`config.mk`:
```
export PLATFORM = sky130hd
export DESIGN_NAME = instruction_decoder
export DESIGN_NICKNAME = d
export VERILOG_FILES = /design/src/hw/decode_pkg.sv /design/src/hw/field_split_stage.sv /design/src/hw/imm_stage.sv /design/src/hw/uop_stage.sv /design/src/hw/instruction_decoder.sv
export SDC_FILE = /design/constraint.sdc
export NUM_CORES = 1
export LEC_CHECK = 0
export BUFFER_PORTS_ARGS = -buffer_cell sky130_fd_sc_hd__buf_2
export CAP_MARGIN = 25
export CORE_UTILIZATION = 48
export DETAILED_ROUTE_END_ITERATION = 8
export PLACE_DENSITY = 0.79
export SYNTH_ARGS = -nofsm -noshare
export SYNTH_HDL_FRONTEND = slang
export SYNTH_SLANG_ARGS = --single-unit
```
`constraint.sdc`:
```
create_clock -name clk -period 2.59 [get_ports clk]
set_input_delay 0.518 -clock clk [delete_from_list [all_inputs] [get_ports clk]]
set_output_delay 0.518 -clock clk [all_outputs]
set_load 0.005 [all_outputs]
```
`src/hw/decode_pkg.sv`:
```
package decode_pkg;

    localparam int XLEN      = 32;
    localparam int REG_IDX_W = 4;  // 16 registers
    localparam int OPCODE_W  = 7;

    // RV32I major opcodes
    typedef enum logic [OPCODE_W-1:0] {
        OPC_OP     = 7'b0110011,
        OPC_OP_IMM = 7'b0010011,
        OPC_LOAD   = 7'b0000011,
        OPC_STORE  = 7'b0100011,
        OPC_LUI    = 7'b0110111,
        OPC_AUIPC  = 7'b0010111,
        OPC_JAL    = 7'b1101111,
        OPC_JALR   = 7'b1100111,
        OPC_BRANCH = 7'b1100011,
        OPC_SYSTEM = 7'b1110011,  // Rejected
        OPC_FENCE  = 7'b0001111   // Rejected
    } opcode_e;

    // CLASS_ILLEGAL must stay last
    typedef enum logic [3:0] {
        CLASS_OP,
        CLASS_OP_IMM,
        CLASS_LOAD,
        CLASS_STORE,
        CLASS_LUI,
        CLASS_AUIPC,
        CLASS_JAL,
        CLASS_JALR,
        CLASS_BRANCH,
        CLASS_ILLEGAL
    } instr_class_e;

    // Same bit order as instr[31:7]
    typedef struct packed {
        logic [6:0] funct7;
        logic [4:0] rs2;
        logic [4:0] rs1;
        logic [2:0] funct3;
        logic [4:0] rd;
    } instr_fields_t;

    typedef enum logic [1:0] {
        WB_ALU = 2'd0,
        WB_IMM = 2'd1,
        WB_MEM = 2'd2,
        WB_NPC = 2'd3
    } wb_sel_e;

    typedef enum logic [1:0] {
        PC_NPC     = 2'd0,
        PC_REG_IMM = 2'd1,  // JALR target
        PC_PC_IMM  = 2'd2,  // JAL target
        PC_BRANCH  = 2'd3   // Taken only if condition holds
    } pc_sel_e;

    typedef struct packed {
        logic                 enable;
        logic [REG_IDX_W-1:0] rs1;
        logic [REG_IDX_W-1:0] rs2;
    } rf_read_uop_t;

    typedef struct packed {
        logic       enable;
        logic       is_branch;
        logic       alt;  // SUB or SRA
        logic [2:0] op;
    } alu_uop_t;

    typedef struct packed {
        logic       enable;
        logic       is_store;
        logic [2:0] size;
    } mem_uop_t;

    typedef struct packed {
        logic                 enable;
        logic [REG_IDX_W-1:0] rd;
    } rf_write_uop_t;

    typedef struct packed {
        rf_read_uop_t  rf_read;
        alu_uop_t      alu;
        mem_uop_t      mem;
        rf_write_uop_t rf_write;
        logic          alu_a_is_pc;
        logic          alu_b_is_imm;
        wb_sel_e       wb_sel;
        pc_sel_e       pc_sel;
    } decoded_uops_t;

endpackage

```
`src/hw/field_split_stage.sv`:
```
`timescale 1ns/100ps

module field_split_stage (
    input  logic                        clk,
    input  logic                        reset,
    input  logic                        instr_valid,
    input  logic [decode_pkg::XLEN-1:0] instr,
    output logic                        s1_valid,
    output decode_pkg::instr_class_e    s1_class,
    output decode_pkg::instr_fields_t   s1_fields
);
    import decode_pkg::*;

    opcode_e       opcode;
    instr_class_e  class_d;
    instr_fields_t fields_d;

    assign opcode = opcode_e'(instr[OPCODE_W-1:0]);

    always_comb begin
        fields_d.funct7 = instr[31:25];
        fields_d.rs2    = instr[24:20];
        fields_d.rs1    = instr[19:15];
        fields_d.funct3 = instr[14:12];
        fields_d.rd     = instr[11:7];
    end

    always_comb begin
        case (opcode)
            OPC_OP:                class_d = CLASS_OP;
            OPC_OP_IMM:            class_d = CLASS_OP_IMM;
            OPC_LOAD:              class_d = CLASS_LOAD;
            OPC_STORE:             class_d = CLASS_STORE;
            OPC_LUI:               class_d = CLASS_LUI;
            OPC_AUIPC:             class_d = CLASS_AUIPC;
            OPC_JAL:               class_d = CLASS_JAL;
            OPC_JALR:              class_d = CLASS_JALR;
            OPC_BRANCH:            class_d = CLASS_BRANCH;
            OPC_SYSTEM, OPC_FENCE: class_d = CLASS_ILLEGAL;  // Not supported
            default:               class_d = CLASS_ILLEGAL;
        endcase
        if (instr[1:0] != 2'b11) begin
            class_d = CLASS_ILLEGAL;  // Compressed or reserved encoding
        end
    end

    always_ff @(posedge clk) begin
        if (reset) begin
            s1_valid <= 1'b0;
        end else begin
            s1_valid <= instr_valid;
        end
        s1_class  <= class_d;  // Qualified by s1_valid
        s1_fields <= fields_d;
    end

    a_class_defined: assert property (@(posedge clk) disable iff (reset)
        !$isunknown(s1_class) && (s1_class <= CLASS_ILLEGAL));

endmodule

```
`src/hw/imm_stage.sv`:
```
`timescale 1ns/100ps

module imm_stage (
    input  logic                        clk,
    input  logic                        reset,
    input  logic                        s1_valid,
    input  decode_pkg::instr_class_e    s1_class,
    input  decode_pkg::instr_fields_t   s1_fields,
    output logic                        s2_valid,
    output decode_pkg::instr_class_e    s2_class,
    output decode_pkg::instr_fields_t   s2_fields,
    output logic [decode_pkg::XLEN-1:0] s2_imm
);
    import decode_pkg::*;

    logic [XLEN-1:7] raw;  // Instruction word without the opcode
    logic [XLEN-1:0] imm_d;

    assign raw = s1_fields;

    always_comb begin
        case (s1_class)
            CLASS_OP_IMM, CLASS_LOAD, CLASS_JALR: begin
                imm_d = {{20{raw[31]}}, raw[31:20]};
            end
            CLASS_STORE: begin
                imm_d = {{20{raw[31]}}, raw[31:25], raw[11:7]};
            end
            CLASS_BRANCH: begin
                imm_d = {{19{raw[31]}}, raw[31], raw[7], raw[30:25], raw[11:8], 1'b0};
            end
            CLASS_LUI, CLASS_AUIPC: begin
                imm_d = {raw[31:12], 12'b0};
            end
            CLASS_JAL: begin
                imm_d = {{11{raw[31]}}, raw[31], raw[19:12], raw[20], raw[30:21], 1'b0};
            end
            default: begin
                imm_d = '0;  // OP and illegal words
            end
        endcase
    end

    always_ff @(posedge clk) begin
        if (reset) begin
            s2_valid <= 1'b0;
        end else begin
            s2_valid <= s1_valid;
        end
        s2_class  <= s1_class;
        s2_fields <= s1_fields;
        s2_imm    <= imm_d;
    end

endmodule

```
`src/hw/uop_stage.sv`:
```
`timescale 1ns/100ps

module uop_stage (
    input  logic                        clk,
    input  logic                        reset,
    input  logic                        s2_valid,
    input  decode_pkg::instr_class_e    s2_class,
    input  decode_pkg::instr_fields_t   s2_fields,
    input  logic [decode_pkg::XLEN-1:0] s2_imm,
    output logic                        out_valid,
    output logic                        fault,
    output logic [decode_pkg::XLEN-1:0] imm,
    output decode_pkg::decoded_uops_t   uops
);
    import decode_pkg::*;

    logic [6:0]    funct7;
    logic [2:0]    funct3;
    logic          bad_rs1;
    logic          bad_rs2;
    logic          bad_rd;
    logic          bad_funct3;
    logic          bad_funct7;
    logic          fault_d;
    decoded_uops_t uops_raw;
    decoded_uops_t uops_d;

    assign funct7 = s2_fields.funct7;
    assign funct3 = s2_fields.funct3;

    always_comb begin
        uops_raw = '0;
        uops_raw.rf_read.rs1   = s2_fields.rs1[REG_IDX_W-1:0];
        uops_raw.rf_read.rs2   = s2_fields.rs2[REG_IDX_W-1:0];
        uops_raw.mem.size      = funct3;
        uops_raw.rf_write.rd   = s2_fields.rd[REG_IDX_W-1:0];
        uops_raw.alu_b_is_imm  = (s2_class != CLASS_OP) && (s2_class != CLASS_BRANCH);
        uops_raw.wb_sel        = WB_ALU;
        uops_raw.pc_sel        = PC_NPC;
        case (s2_class)
            CLASS_OP: begin
                uops_raw.rf_read.enable  = 1'b1;
                uops_raw.alu.enable      = 1'b1;
                uops_raw.alu.alt         = funct7[5] & (funct3 == 3'd0 || funct3 == 3'd5);
                uops_raw.alu.op          = funct3;
                uops_raw.rf_write.enable = 1'b1;
            end
            CLASS_OP_IMM: begin
                uops_raw.rf_read.enable  = 1'b1;
                uops_raw.alu.enable      = 1'b1;
                uops_raw.alu.alt         = funct7[5] & (funct3 == 3'd5);  // SRAI
                uops_raw.alu.op          = funct3;
                uops_raw.rf_write.enable = 1'b1;
            end
            CLASS_LOAD: begin
                uops_raw.rf_read.enable  = 1'b1;
                uops_raw.alu.enable      = 1'b1;  // Address add
                uops_raw.mem.enable      = 1'b1;
                uops_raw.rf_write.enable = 1'b1;
                uops_raw.wb_sel          = WB_MEM;
            end
            CLASS_STORE: begin
                uops_raw.rf_read.enable = 1'b1;
                uops_raw.alu.enable     = 1'b1;
                uops_raw.mem.enable     = 1'b1;
                uops_raw.mem.is_store   = 1'b1;
            end
            CLASS_LUI: begin
                uops_raw.rf_write.enable = 1'b1;
                uops_raw.wb_sel          = WB_IMM;
            end
            CLASS_AUIPC: begin
                uops_raw.alu.enable      = 1'b1;
                uops_raw.rf_write.enable = 1'b1;
                uops_raw.alu_a_is_pc     = 1'b1;
            end
            CLASS_JAL: begin
                uops_raw.rf_write.enable = 1'b1;
                uops_raw.wb_sel          = WB_NPC;  // Link address
                uops_raw.pc_sel          = PC_PC_IMM;
            end
            CLASS_JALR: begin
                uops_raw.rf_read.enable  = 1'b1;
                uops_raw.alu.enable      = 1'b1;
                uops_raw.rf_write.enable = 1'b1;
                uops_raw.wb_sel          = WB_NPC;
                uops_raw.pc_sel          = PC_REG_IMM;
            end
            CLASS_BRANCH: begin
                uops_raw.rf_read.enable = 1'b1;
                uops_raw.alu.enable     = 1'b1;
                uops_raw.alu.is_branch  = 1'b1;
                uops_raw.alu.op         = funct3;
                uops_raw.pc_sel         = PC_BRANCH;
            end
            default: begin
            end
        endcase
    end

    // Only x0..x15 exist
    assign bad_rs1 = uops_raw.rf_read.enable & s2_fields.rs1[4];
    assign bad_rs2 = (s2_class == CLASS_OP || s2_class == CLASS_STORE ||
                      s2_class == CLASS_BRANCH) & s2_fields.rs2[4];
    assign bad_rd  = uops_raw.rf_write.enable & s2_fields.rd[4];

    always_comb begin
        bad_funct3 = 1'b0;
        bad_funct7 = 1'b0;
        case (s2_class)
            CLASS_STORE:  bad_funct3 = funct3[2] | (funct3 == 3'd3);
            CLASS_LOAD:   bad_funct3 = (funct3 == 3'd3) | (funct3[2:1] == 2'b11);
            CLASS_JALR:   bad_funct3 = (funct3 != 3'd0);
            CLASS_BRANCH: bad_funct3 = (funct3[2:1] == 2'b01);
            CLASS_OP: begin
                bad_funct7 = |(funct7 & 7'b1011111) |
                             (funct7[5] & (funct3 != 3'd0) & (funct3 != 3'd5));
            end
            CLASS_OP_IMM: begin
                bad_funct7 = ((funct3 == 3'd1) & (funct7 != 7'd0)) |
                             ((funct3 == 3'd5) & (funct7 != 7'd0) & (funct7 != 7'd32));
            end
            default: begin
            end
        endcase
    end

    assign fault_d = (s2_class == CLASS_ILLEGAL) | bad_rs1 | bad_rs2 | bad_rd |
                     bad_funct3 | bad_funct7;

    always_comb begin
        uops_d = uops_raw;
        if (fault_d) begin
            uops_d.rf_read.enable  = 1'b0;
            uops_d.alu.enable      = 1'b0;
            uops_d.mem.enable      = 1'b0;
            uops_d.rf_write.enable = 1'b0;
        end
    end

    always_ff @(posedge clk) begin
        if (reset) begin
            out_valid <= 1'b0;
            fault     <= 1'b0;
        end else begin
            out_valid <= s2_valid;
            fault     <= s2_valid & fault_d;
        end
        imm  <= s2_imm;
        uops <= uops_d;
    end

    a_fault_kills_uops: assert property (@(posedge clk) disable iff (reset)
        (out_valid && fault) |-> !(uops.rf_read.enable || uops.alu.enable ||
                                   uops.mem.enable || uops.rf_write.enable));

endmodule

```
`src/hw/instruction_decoder.sv`:
```
`timescale 1ns/100ps

module instruction_decoder (
    input  logic                        clk,
    input  logic                        reset,
    input  logic                        instr_valid,
    input  logic [decode_pkg::XLEN-1:0] instr,
    output logic                        out_valid,
    output logic                        fault,
    output logic [decode_pkg::XLEN-1:0] imm,
    output decode_pkg::decoded_uops_t   uops
);
    import decode_pkg::*;

    logic            s1_valid;
    instr_class_e    s1_class;
    instr_fields_t   s1_fields;
    logic            s2_valid;
    instr_class_e    s2_class;
    instr_fields_t   s2_fields;
    logic [XLEN-1:0] s2_imm;

    field_split_stage u_field_split_stage (
        .clk         (clk),
        .reset       (reset),
        .instr_valid (instr_valid),
        .instr       (instr),
        .s1_valid    (s1_valid),
        .s1_class    (s1_class),
        .s1_fields   (s1_fields)
    );

    imm_stage u_imm_stage (
        .clk       (clk),
        .reset     (reset),
        .s1_valid  (s1_valid),
        .s1_class  (s1_class),
        .s1_fields (s1_fields),
        .s2_valid  (s2_valid),
        .s2_class  (s2_class),
        .s2_fields (s2_fields),
        .s2_imm    (s2_imm)
    );

    uop_stage u_uop_stage (
        .clk       (clk),
        .reset     (reset),
        .s2_valid  (s2_valid),
        .s2_class  (s2_class),
        .s2_fields (s2_fields),
        .s2_imm    (s2_imm),
        .out_valid (out_valid),
        .fault     (fault),
        .imm       (imm),
        .uops      (uops)
    );

endmodule

```
# After elaboration in Yosys (flattened, before gate mapping)
# Index checks and enable logic that the tools add are counted.
[totals]
n_memories = 0
ff_bits = 157
inputBits = 35
wordCells = 121
out_inout_bits = 65
rom_bits = 0
mem_bits_rw = 0
latchBits = 0
[op_classes]
n_eq_ne = 35
mul = 0
shift = 0
magnitude_cmp = 0
n_div = 0
n_addsub = 0
muxes = 14
bitwise = 20
n_reduce_logical = 18
[ops]
columns = ["op", "n"]
rows = [
  ["32-bit case mux with 5 select lines", 1],
  ["4-bit case mux with 9 select lines", 1],
  ["4-bit by 3-bit equality test with 1-bit output (second input constant)", 8],
  ["7-bit by 6-bit equality test with 1-bit output (second input constant)", 3],
  ["7-bit equality test (second input constant)", 3],
  ["4-bit by 2-bit equality test with 1-bit output (second input constant)", 4],
  ["7-bit by 5-bit equality test with 1-bit output (second input constant)", 2],
  ["7-bit OR reduction", 2],
  ["4-bit equality test (second input constant)", 3],
  ["2-bit case mux with 3 select lines", 2],
  ["6-bit OR reduction", 2],
  ["1-bit bitwise AND", 11],
  ["1-bit bitwise OR", 9],
  ["4-bit by 1-bit equality test with 1-bit output (second input constant)", 2],
  ["7-bit by 2-bit equality test with 1-bit output (second input constant)", 1],
  ["1-bit 2-to-1 mux", 7],
  ["7-bit by 6-bit inequality test with 1-bit output (second input constant)", 1],
  ["7-bit nonzero test", 1],
  ["2-bit OR reduction", 3],
  ["3-bit OR reduction", 2],
  ["4-bit logical NOT", 1],
  ["4-bit inequality test (second input constant)", 1],
  ["1-bit case mux with 2 select lines", 2],
  ["1-bit case mux with 4 select lines", 1],
  ["other kinds (12)", 14],
]

# Logic depth before layout (Yosys ltp)
# Gate-level depths: netlist of run 1.
[logic_depth]
word_depth = 10
mapped_depth = 6
ltp_nobuf = 4

# By module
# A second synthesis of run 1 with hierarchy kept.
[hier_totals]
hier_cells = 334
area_unflattened_um2 = 4345.4
[by_module_without_submodules]
columns = ["module", "seq_area_each_um2", "cells_each", "instances", "area_each_um2"]
rows = [
  ["imm_stage", 1241.2, 155, 1, 1876.8],
  ["uop_stage", 1301.2, 129, 1, 1741.7],
  ["field_split_stage", 600.6, 50, 1, 726.9],
]

# Least setup slack after synthesis of run 1
# Ideal clock, no wire load.
[synth_path]
path_type = "register -> register"
from = "register u_field_split_stage.s1_class[2]"
to = "register u_imm_stage.s2_imm[0] in the netlist's numbering"
synth_period_minus_slack_ns = 1.325
stages_incl_launch_ff = 6
setup_ns = 0.116
t_arrival_ns = 1.209
path_slack_ns = 1.265
required_time_ns = 2.474
n_path_buf = 1
cell_sequence = "dfxtp_1 -> buf_2 -> mux2_2 -> a22o_1 -> a32oi_1 -> nor2_1"
[synth_between]
elab_chain_len = 3
elab_cells_between_ends = 11
cone_classes = "eq/ne (8); mux (1); reduce/logical (2)"
[synth_rtl]
columns = ["item", "line_no", "source"]
rows = [
  ["start: declaration", "field_split_stage.sv:9", "output decode_pkg::instr_class_e s1_class,"],
  ["start signal: assignment", "field_split_stage.sv:53", "s1_class <= class_d;"],
  ["4-bit by 1-bit equality test with 1-bit output (tied with other cells)", "imm_stage.sv:22", "case (s1_class)"],
  ["3-bit OR reduction or 2-bit OR reduction (tied branches)", "imm_stage.sv:22", ""],
  ["32-bit case mux with 5 select lines (*)", "imm_stage.sv:22", ""],
  ["via u_imm_stage.imm_d[0]", "imm_stage.sv:17", "logic [XLEN-1:0] imm_d;"],
  ["end signal: assignment", "imm_stage.sv:52", "s2_imm <= imm_d;"],
  ["end: declaration", "imm_stage.sv:12", "output logic [decode_pkg::XLEN-1:0] s2_imm"],
]
# The timed path passes the listed nets; every way through them passes the cells marked *.
# A chain may end at the register's enable or synchronous reset.

# Worst setup path after layout of run 1
[layout_path]
from = "register u_field_split_stage.s1_class[2]"
to = "register u_imm_stage.s2_imm[12] in the netlist's numbering"
# The elaborated chain is that of the path after synthesis.

==> results_dict.tcl, run 1 <==
set metrics [dict create \
    hold_path_class "in -> reg" \
    slew_headroom_pct 42.9 \
    vias 2676 \
    cts_tree "done" \
    grt_use_total_pct 16.9 \
    async_flop_share_pct 0 \
    grt_pass1_vias 2447 \
    share_seq_of_total_power_pct 51.8 \
    hold_depth 1 \
    post-route-min-period_ns 1.76 \
    diodes 0 \
    crit_fanout 12 \
    clkTransAtPathRegs_ns 0.06 \
    cts_resized 0 \
    swShare_pct 21.9 \
    die_x_um 95.4 \
    syn_area_um2 4190 \
    io_buffers 99 \
    drv_cap 0 \
    wire_per_inst_um 13.3 \
    worst_ep_required_time_ns 2.95 \
    io-pin-count 100 \
    syn2layout_area_growth_pct 26.6 \
    r2r_slack_ns 0.83 \
    fin_crit_sh_pct 67.8 \
    post_cts_buffers 0 \
    hold_viol_final 0 \
    cts_buffer_depth 2 \
    status "finished clean" \
    power.total_uw 4970 \
    final_max_slew_viol_count 0 \
    rows 33 \
    ctsHtreeMaxLevel 4 \
    netlist_instances 331 \
    drc_errors 0 \
    synth_edf_count 0 \
    stdcell_area_um2 5310 \
    via_per_inst 4.81 \
    fin_nets 474 \
    min_to "u_field_split_stage.s1_fields[14]" \
    cts-root-buf "clkbuf_8" \
    fin_skew_ns 0.00837 \
    drtPass1Iterations 4 \
    startpoint_type "flip-flop" \
    die_y_um 95.4 \
    final_antenna_net_count 0 \
    grt_max_degree 18 \
    place_congestion 0.891 \
    hp-start "instr[21]" \
    syn-num-nets 366 \
    rsz0062_at_grt "no" \
    cts_buffers 17 \
    dpl-instance-area_um2 4750 \
    end_kind "flip-flop" \
    rr_startpoint "u_field_split_stage.s1_class[2]" \
    yosysWarnings 0 \
    cp_data_arrival_time_ns 2.12 \
    combPwrFrac_pct 3.0 \
    cts.sinks 157 \
    crit_path_top_delay_cell "dfxtp_1" \
    synthFlopType "dfxtp_1" \
    timing.hold.ws_ns 0.100 \
    p_clk_share_pct 45.3 \
    postCtsHoldBufs 0 \
    cp_cell_sequence "inv_1 -> maj3_2 -> mux2i_1 -> o21ai_0" \
    die-area_um2 9100 \
    fmax_mhz 570 \
    setup_viol 0 \
    synth.avg_cell_area_um2 12.7 \
    crit_type "reg -> reg" \
    drt-total-wl_um 7390 \
    ir_drop_mv 0.427 \
    switchingPower_uw 1090 \
    ys_seq_area_share_pct 75.0 \
    start_util_pct 50.2 \
    insertion_delay_ns 0.52 \
    power.density_nw_per_um2 937 \
    grt_remaining_overflow 0 \
    synth_cell_type_count 46 \
    max_stage_delay_ns 0.53 \
    path_buf_inv 1 \
    ys_seq_elements 157 \
    p_int_uw 3880 \
    grt_first_pass_wirelength_um 11200 \
    dp_hpwl_um 5000 \
    nFillCells 658 \
    p_leak_uw 0.00243 \
    drive_gt1_share_pct 30.8 \
    core_area_um2 8340 \
    first_iter_violations 114 \
    reg2reg_depth 4 \
    crit_family "flip-flops" \
    timing.setup.tns_ns 0 \
    reg2reg_to "u_imm_stage.s2_imm[12]" \
    antenna_found_initial 0 \
    worst_pin_slew_ns 0.854 \
    finalCoreUtilization_pct 63.6 \
]
[synth_stat cells (2+ instances only)]
cell type  count  area share, %
a22o_1         2           0.42
inv_1          6           0.54
o21ai_0       18            2.2
nor2b_1       12            1.8
nand3b_1       2           0.36
o31ai_1        2           0.36
nand2b_1       5           0.75
nor3_1         7           0.84
a32oi_1        2           0.42
buf_4          3           0.54
a22oi_1        6            1.1
nor4_1         5           0.75
a21o_1        12            2.2
nor3b_1        2           0.36
dfxtp_1      157             75
xor2_1         2           0.42
a2bb2oi_1      4           0.84
a21oi_1       11            1.3
or3_1          2           0.30
and2_1         4           0.60
nand2_1       19            1.7
buf_2          5           0.60
nor2_1        20            1.8
[cell type report]
type	count	area (um2)	share of cell area, %
clock buffer	17	414	7.81
clock inverter	14	138	2.59
inverter	7	26.3	0.495
multi-input combinational	156	950	17.9
sequential	157	3140	59.2
tap	105	131	2.48
timing repair buffer	100	503	9.48
[layer usage]
layer | GRT usage, % | vias up | routed length (um) | share of wire, %
met2 | 27.6 | 111 | 3660 | 50
met3 | 5.66 | 20 | 481 | 6.5
met5 | 0 | - | 0 | 0
met4 | 9.83 | 0 | 160 | 2.2
met1 | 19.4 | 1206 | 3090 | 42
li1 | - | 1339 | - | -
[worst max-delay path by stage]
stage / endpoint / startpoint / cells after the start / slack [ns]
2_1_floorplan: u_imm_stage.s2_imm[0] / u_field_split_stage.s1_class[2] / 5 / 1.26
3_3_place_gp: u_imm_stage.s2_imm[12] / u_field_split_stage.s1_class[2] / 4 / 0.95
3_5_place_dp: u_imm_stage.s2_imm[12] / u_field_split_stage.s1_class[2] / 4 / 0.83
4_1_cts: u_imm_stage.s2_imm[12] / u_field_split_stage.s1_class[2] / 4 / 0.82
5_1_grt: u_uop_stage.uops[30] / u_imm_stage.s2_class[3] / 4 / 0.71
6_report: u_imm_stage.s2_imm[12] / u_field_split_stage.s1_class[2] / 4 / 0.83
[registers in the layout, indices dropped and copies added (netlist names)]
signal                         cells
u_field_split_stage.s1_class       4
u_field_split_stage.s1_fields     25
u_field_split_stage.s1_valid       1
u_imm_stage.s2_class               4
u_imm_stage.s2_fields             25
u_imm_stage.s2_imm                32
u_imm_stage.s2_valid               1
u_uop_stage.fault                  1
u_uop_stage.imm                   32
u_uop_stage.out_valid              1
u_uop_stage.uops                  31
[power groups by stage]
stage / sequential (uW) / combinational [uW] / clock, uW
after CTS: 2570 / 148 / 2300
after detailed placement: 2630 / 147 / 0
after global routing: 2580 / 163 / 2410
after floorplan: 2610 / 74.6 / 0
after global placement: 2620 / 142 / 0
final: 2570 / 147 / 2250
[cells in the final DEF, fill, tap and decap left out, types with 5 or more instances in the layout]
| cell type | synthesis | final |
|---|---|---|
| nor3_1 | 7 | 7 |
| nor2_1 | 20 | 20 |
| a22oi_1 | 6 | 6 |
| inv_1 | 6 | 6 |
| a21oi_1 | 11 | 11 |
| nand2_1 | 19 | 19 |
| clkbuf_16 | 0 | 16 |
| dfxtp_1 | 157 | 157 |
| nor4_1 | 5 | 5 |
| o21ai_0 | 18 | 18 |
| clkinvlp_4 | 0 | 5 |
| buf_2 | 5 | 99 |
| a21o_1 | 12 | 12 |
| nor2b_1 | 12 | 12 |
| nand2b_1 | 5 | 5 |
[kinds of logic (layout without fill, tap and decap cells)]
| kind of cell | after synthesis | count (layout) | share of synthesized area [%] |
|---|---|---|---|
| flops | 157 | 157 | 75.0 |
| simple gates | 84 | 84 | 10.5 |
| compound gates | 67 | 67 | 11.0 |
| buf+inv | 18 | 138 | 2.30 |
| xor+xnor | 2 | 2 | 0.418 |
| mux | 2 | 2 | 0.508 |
| fa+ha+maj | 1 | 1 | 0.269 |
[metrics by stage]
stage / instances / setup WS, ns
2_1_floorplan: 331 / 1.26
3_3_place_gp: 525 / 0.953
3_5_place_dp: 525 / 0.835
4_1_cts: 556 / 0.822
5_1_grt: 556 / 0.714
6_report: 556 / 0.834
Power figures use the tool's default switching activity.
==> inputs of run 2 (changes only) <==
--- a/config.mk
+++ b/config.mk
@@ -7,7 +7,7 @@
 export LEC_CHECK = 0
 export BUFFER_PORTS_ARGS = -buffer_cell sky130_fd_sc_hd__buf_2
 export CAP_MARGIN = 25
-export CORE_UTILIZATION = 48
+export CORE_UTILIZATION = 46
 export DETAILED_ROUTE_END_ITERATION = 8
 export PLACE_DENSITY = 0.79
 export SYNTH_ARGS = -nofsm -noshare
==> constraint.sdc (replaced) <==
create_clock -name clk -period 1.58 [get_ports clk]
set_input_delay 0.316 -clock clk [delete_from_list [all_inputs] [get_ports clk]]
set_output_delay 0.316 -clock clk [all_outputs]
set_load 0.005 [all_outputs]
==> run 2 against run 1 <==
Net effect:
- setup slack worse by 0.73 ns
- sequential power rose by 64%
- total power up 68%
- die area grew 4.3%
- maximum frequency grew 19%
- non-clock buffer count is 39 higher
- via count increased by 4.9%
- clock power is 70% higher
- largest cell class unchanged
- combinational power rose by 110%
- sequential share of layout area is 4.1 points lower
==> results_dict.tcl, run 2 (synthesis results as in run 1) <==
set metrics [dict create \
    die_y_um 97.4 \
    end_kind "flip-flop" \
    cts_buffer_depth 2 \
    die_x_um 97.4 \
    crit_path_top_delay_cell "a21oi_1" \
    cts_tree "done" \
    place_congestion 0.827 \
    p_int_uw 6650 \
    crit_cells 4 \
    fmax_mhz 679 \
    first_iter_violations 65 \
    reg2reg_depth 4 \
    dp_hpwl_um 5350 \
    seqCellArea_um2 3150 \
    final_max_slew_viol_count 0 \
    hold_viol_final 0 \
    diodes 0 \
    ir_drop_mv 0.903 \
    top_regs "u_imm_stage.s2_imm (32), u_uop_stage.imm (32), u_uop_stage.uops (31)" \
    startpoint_type "flip-flop" \
    drt-total-wl_um 8050 \
    rows 34 \
    rsz0062_at_grt "no" \
    swShare_pct 20.5 \
    crit_family "compound AO/OA/AOI/OAI gates" \
    timing.setup.tns_ns 0 \
    worst_pin_slew_ns 0.761 \
    share_seq_of_total_power_pct 50.4 \
    final_common_cell "dfxtp_1" \
    grt_use_total_pct 18.4 \
    hold_path_class "in -> reg" \
    p_leak_uw 0.00261 \
    crit_fanout 10 \
    ctsHtreeMaxLevel 4 \
    multiInputGateArea_um2 975 \
    fin_crit_sh_pct 93.2 \
    power.density_nw_per_um2 1460 \
    wire_per_inst_um 13.5 \
    cts.sinks 157 \
    antenna_found_initial 0 \
    post_cts_buffers 0 \
    cp_data_arrival_time_ns 1.89 \
    setup_viol 0 \
    io_buffers 99 \
    setup_ws_ns 0.108 \
    drv_cap 0 \
    final_antenna_net_count 0 \
    slew_headroom_pct 49.1 \
    insertion_delay_ns 0.51 \
    switchingPower_uw 1710 \
    via_per_inst 4.69 \
    fin_nets 513 \
    grt_max_degree 17 \
    cts-root-buf "clkbuf_8" \
    p_clk_share_pct 45.8 \
    max_stage_delay_ns 0.55 \
    hold_depth 2 \
    cp_cell_sequence "buf_4 -> a21oi_1 -> nand2_1 -> o21ai_0" \
    start_util_pct 47.8 \
    post-route-min-period_ns 1.47 \
    vias 2807 \
    status "finished clean" \
    drtPass1Iterations 6 \
    dp_cells 541 \
    fin_skew_ns 0.00838 \
    drive_gt1_share_pct 31.6 \
    layout_common_cells "dfxtp_1 (154), buf_2 (99), dlygate4sd3_1 (26)" \
    core_area_um2 8760 \
    path_buf_inv 1 \
    crit_type "reg -> reg" \
    grt_pass1_vias 2840 \
    grt_first_pass_wirelength_um 13500 \
    finalCoreUtilization_pct 65.1 \
    io-pin-count 100 \
    clkTransAtPathRegs_ns 0.06 \
    nFillCells 671 \
    die-area_um2 9490 \
    worst_ep_required_time_ns 2.00 \
    grt_remaining_overflow 0 \
    timing.hold.ws_ns 0.0366 \
    stdcell_count 598 \
    drc_errors 0 \
    combPwrFrac_pct 3.8 \
    place_ws_ns 0.0527 \
    cts_buffers 17 \
    syn2layout_area_growth_pct 36.3 \
]
## run 2: cell count changes in the layout (fill, tap and decap cells not counted), sizes merged
cell and change:
inv -3, bufinv +1, buf +13, dlygate4sd3 +26
clkbuf +6, clkinv -2, clkinvlp -2
## run 2: worst reg2reg max path: stages, from the launching register on
cell     delay (ns)
dfxtp_1        0.40
buf_4          0.19
a21oi_1        0.55
nand2_1        0.12
o21ai_0        0.12
## run 2: final timing paths
path,from,to,slack [ns]
worst max register to register,u_field_split_stage.s1_class[0],u_imm_stage.s2_imm[13],0.11
worst min register to register,u_imm_stage.s2_imm[0],u_uop_stage.imm[0],0.32
worst max-delay path,u_field_split_stage.s1_class[0],u_imm_stage.s2_imm[13],0.11
worst min-delay path,instr[3],u_field_split_stage.s1_class[0],0.04
## run 2: metrics by stage
stage,instance area (um2),total power (uW)
3_3_place_gp,4850,4550
6_report,5710,8360
2_1_floorplan,4190,4400
3_5_place_dp,4850,4560
5_1_grt,5710,8660
4_1_cts,5680,8400
## run 2: timing repair
action	4_1_cts	5_1_grt
resized for setup	0	7
hold endpoints to repair	27	0
hold buffers	26	0
endpoints found under the setup margin	0	5
## run 2: power by group through the flow
stage	combinational, uW	clock (uW)	sequential, uW
after floorplan	122	0	4280
after global placement	252	0	4300
after detailed placement	261	0	4300
after CTS	314	3870	4210
after global routing	349	4080	4230
final	315	3830	4220
## run 2: cell type report
class / instances / share of cell area [%]
repair buffers: 139 / 15.1
well taps: 108 / 2.37
multi-input cells: 156 / 17.1
flip-flops and latches: 157 / 55.1
clock inverters: 8 / 1.91
clock buffers: 23 / 8.00
inverters: 7 / 0.460
## run 2: routing by layer
metal  track usage [%]  share of wire (%)
met5                 0                  0
met1              21.0                 42
met2              31.7                 53
met3              4.75                4.2
met4              9.16                1.0
==> inputs of run 3 (changes only) <==
--- a/config.mk
+++ b/config.mk
@@ -6,7 +6,7 @@
 export NUM_CORES = 1
 export LEC_CHECK = 0
 export BUFFER_PORTS_ARGS = -buffer_cell sky130_fd_sc_hd__buf_2
-export CAP_MARGIN = 25
+export CAP_MARGIN = 5
 export CORE_UTILIZATION = 46
 export DETAILED_ROUTE_END_ITERATION = 8
 export PLACE_DENSITY = 0.79
==> constraint.sdc (replaced) <==
create_clock -name clk -period 1.58 [get_ports clk]
set_input_delay 0.237 -clock clk [delete_from_list [all_inputs] [get_ports clk]]
set_output_delay 0.237 -clock clk [all_outputs]
set_load 0.005 [all_outputs]
==> run 3 against run 2 <==
Net effect:
- count of clock-buffer cells in the layout unchanged
- sequential power about the same
- first-iteration DRC count up 9.2%
- largest power group unchanged
- highest routed layer unchanged
==> results_dict.tcl, run 3 (synthesis results as in run 1) <==
set metrics [dict create \
    status "finished clean" \
    drv_cap 0 \
    fmax_mhz 679 \
    ir_drop_mv 0.900 \
    layout_common_cells "dfxtp_1 (154), buf_2 (99), dlygate4sd3_1 (29)" \
    worst_ep_required_time_ns 2.00 \
    share_seq_of_total_power_pct 50.4 \
    via_per_inst 4.69 \
    cts_buffer_depth 2 \
    top_regs "u_imm_stage.s2_imm (32), u_uop_stage.imm (32), u_uop_stage.uops (31)" \
    seqCellArea_um2 3150 \
    insertion_delay_ns 0.51 \
    cts_buffers 17 \
    swShare_pct 20.4 \
    drive_gt1_share_pct 31.4 \
    switchingPower_uw 1710 \
    final_antenna_net_count 0 \
    first_iter_violations 71 \
    io_buffers 99 \
    place_congestion 0.827 \
    top_layer "met4" \
    place_ws_ns 0.0527 \
    final_max_slew_viol_count 0 \
    combPwrFrac_pct 3.8 \
    crit_type "reg -> reg" \
    setup_ws_ns 0.107 \
    die-area_um2 9490 \
    worst_pin_slew_ns 0.761 \
    syn2layout_area_growth_pct 37.0 \
    hold_viol_final 0 \
    start_util_pct 47.8 \
    fin_nets 516 \
    die_y_um 97.4 \
    startpoint "u_field_split_stage.s1_class[0]" \
    p_leak_uw 0.00262 \
    cts.sinks 157 \
    p_clk_share_pct 45.7 \
    dpl-instance-area_um2 4850 \
    io-pin-count 100 \
    fin_crit_sh_pct 93.2 \
    hp-start "instr[1]" \
    power.density_nw_per_um2 1460 \
    core_area_um2 8760 \
    power.total_uw 8360 \
    setup_viol 0 \
    crit_fanout 10 \
    hold_path_class "in -> reg" \
    vias 2817 \
    post-route-min-period_ns 1.47 \
    antenna_found_initial 0 \
    stdcell_area_um2 5740 \
    grt_remaining_overflow 0 \
    wl_met1_um 3370 \
    drtPass1Iterations 5 \
    multiInputGateArea_um2 975 \
    met3WireLength_um 329 \
    nFillCells 667 \
    rows 34 \
    timing.setup.tns_ns 0 \
    slew_headroom_pct 49.1 \
    end_kind "flip-flop" \
    grt_use_total_pct 18.4 \
    rsz0062_at_grt "no" \
    ctsHtreeMaxLevel 4 \
    diodes 0 \
    met2_length_um 4310 \
    dp_hpwl_um 5350 \
    grt_max_degree 17 \
    fin_skew_ns 0.00760 \
    cts_tree "done" \
    startpoint_type "flip-flop" \
    wire_per_inst_um 13.5 \
    grt_first_pass_wirelength_um 13600 \
    rr_startpoint "u_field_split_stage.s1_class[0]" \
    grt_pass1_vias 2846 \
    cp_data_arrival_time_ns 1.89 \
    final_common_cell "dfxtp_1" \
    drt-total-wl_um 8090 \
    clkTransAtPathRegs_ns 0.06 \
    r2r_slack_ns 0.11 \
    drc_errors 0 \
    die_x_um 97.4 \
    cts-root-buf "clkbuf_8" \
    p_int_uw 6650 \
]
-- run 3: per-layer routing --
metal / vias up / GRT usage [%]
met5: - / 0
met4: 0 / 9.16
met3: 5 / 4.75
met2: 69 / 32.0
met1: 1320 / 21.0
li1: 1423 / -
-- run 3: worst max-delay path: stages (launching register included) --
cell     delay [ns]
dfxtp_1        0.40
buf_4          0.19
a21oi_1        0.55
nand2_1        0.12
o21ai_0        0.12
-- run 3: through the flow --
step,std cells,hold slack [ns],util (%)
2_1_floorplan,331,0.265,-
3_3_place_gp,541,0.311,55.4
3_5_place_dp,541,0.312,55.4
4_1_cts,601,0.0352,65.2
5_1_grt,601,0.0444,65.5
6_report,601,0.0594,65.5
-- run 3: final timing paths --
kind,end,depth (start not counted)
worst max register to register,u_imm_stage.s2_imm[13],4
worst min register to register,u_uop_stage.imm[0],0
worst min-delay path,u_field_split_stage.s1_class[2],3
worst max-delay path,u_imm_stage.s2_imm[13],4
-- run 3: cell type report --
class	instances	share of cell area [%]
multi-input cells	156	17.0
clock buffers	23	7.96
repair buffers	142	15.5
inverters	7	0.458
well taps	108	2.35
flip-flops and latches	157	54.8
clock inverters	8	1.90
-- run 3: timing repair --
item                                    4_1_cts  5_1_grt
buffers inserted                              0        0
hold buffers                                 29        0
gates resized for setup                       0        7
endpoints found under the setup margin        0        5
endpoints found under the hold margin        30        0
-- run 3: power groups by stage --
stage / sequential, uW / combinational (uW) / clock (uW)
floorplan: 4280 / 122 / 0
global placement: 4300 / 252 / 0
detailed placement: 4300 / 261 / 0
CTS: 4210 / 319 / 3870
global route: 4230 / 355 / 4080
finish: 4220 / 321 / 3830
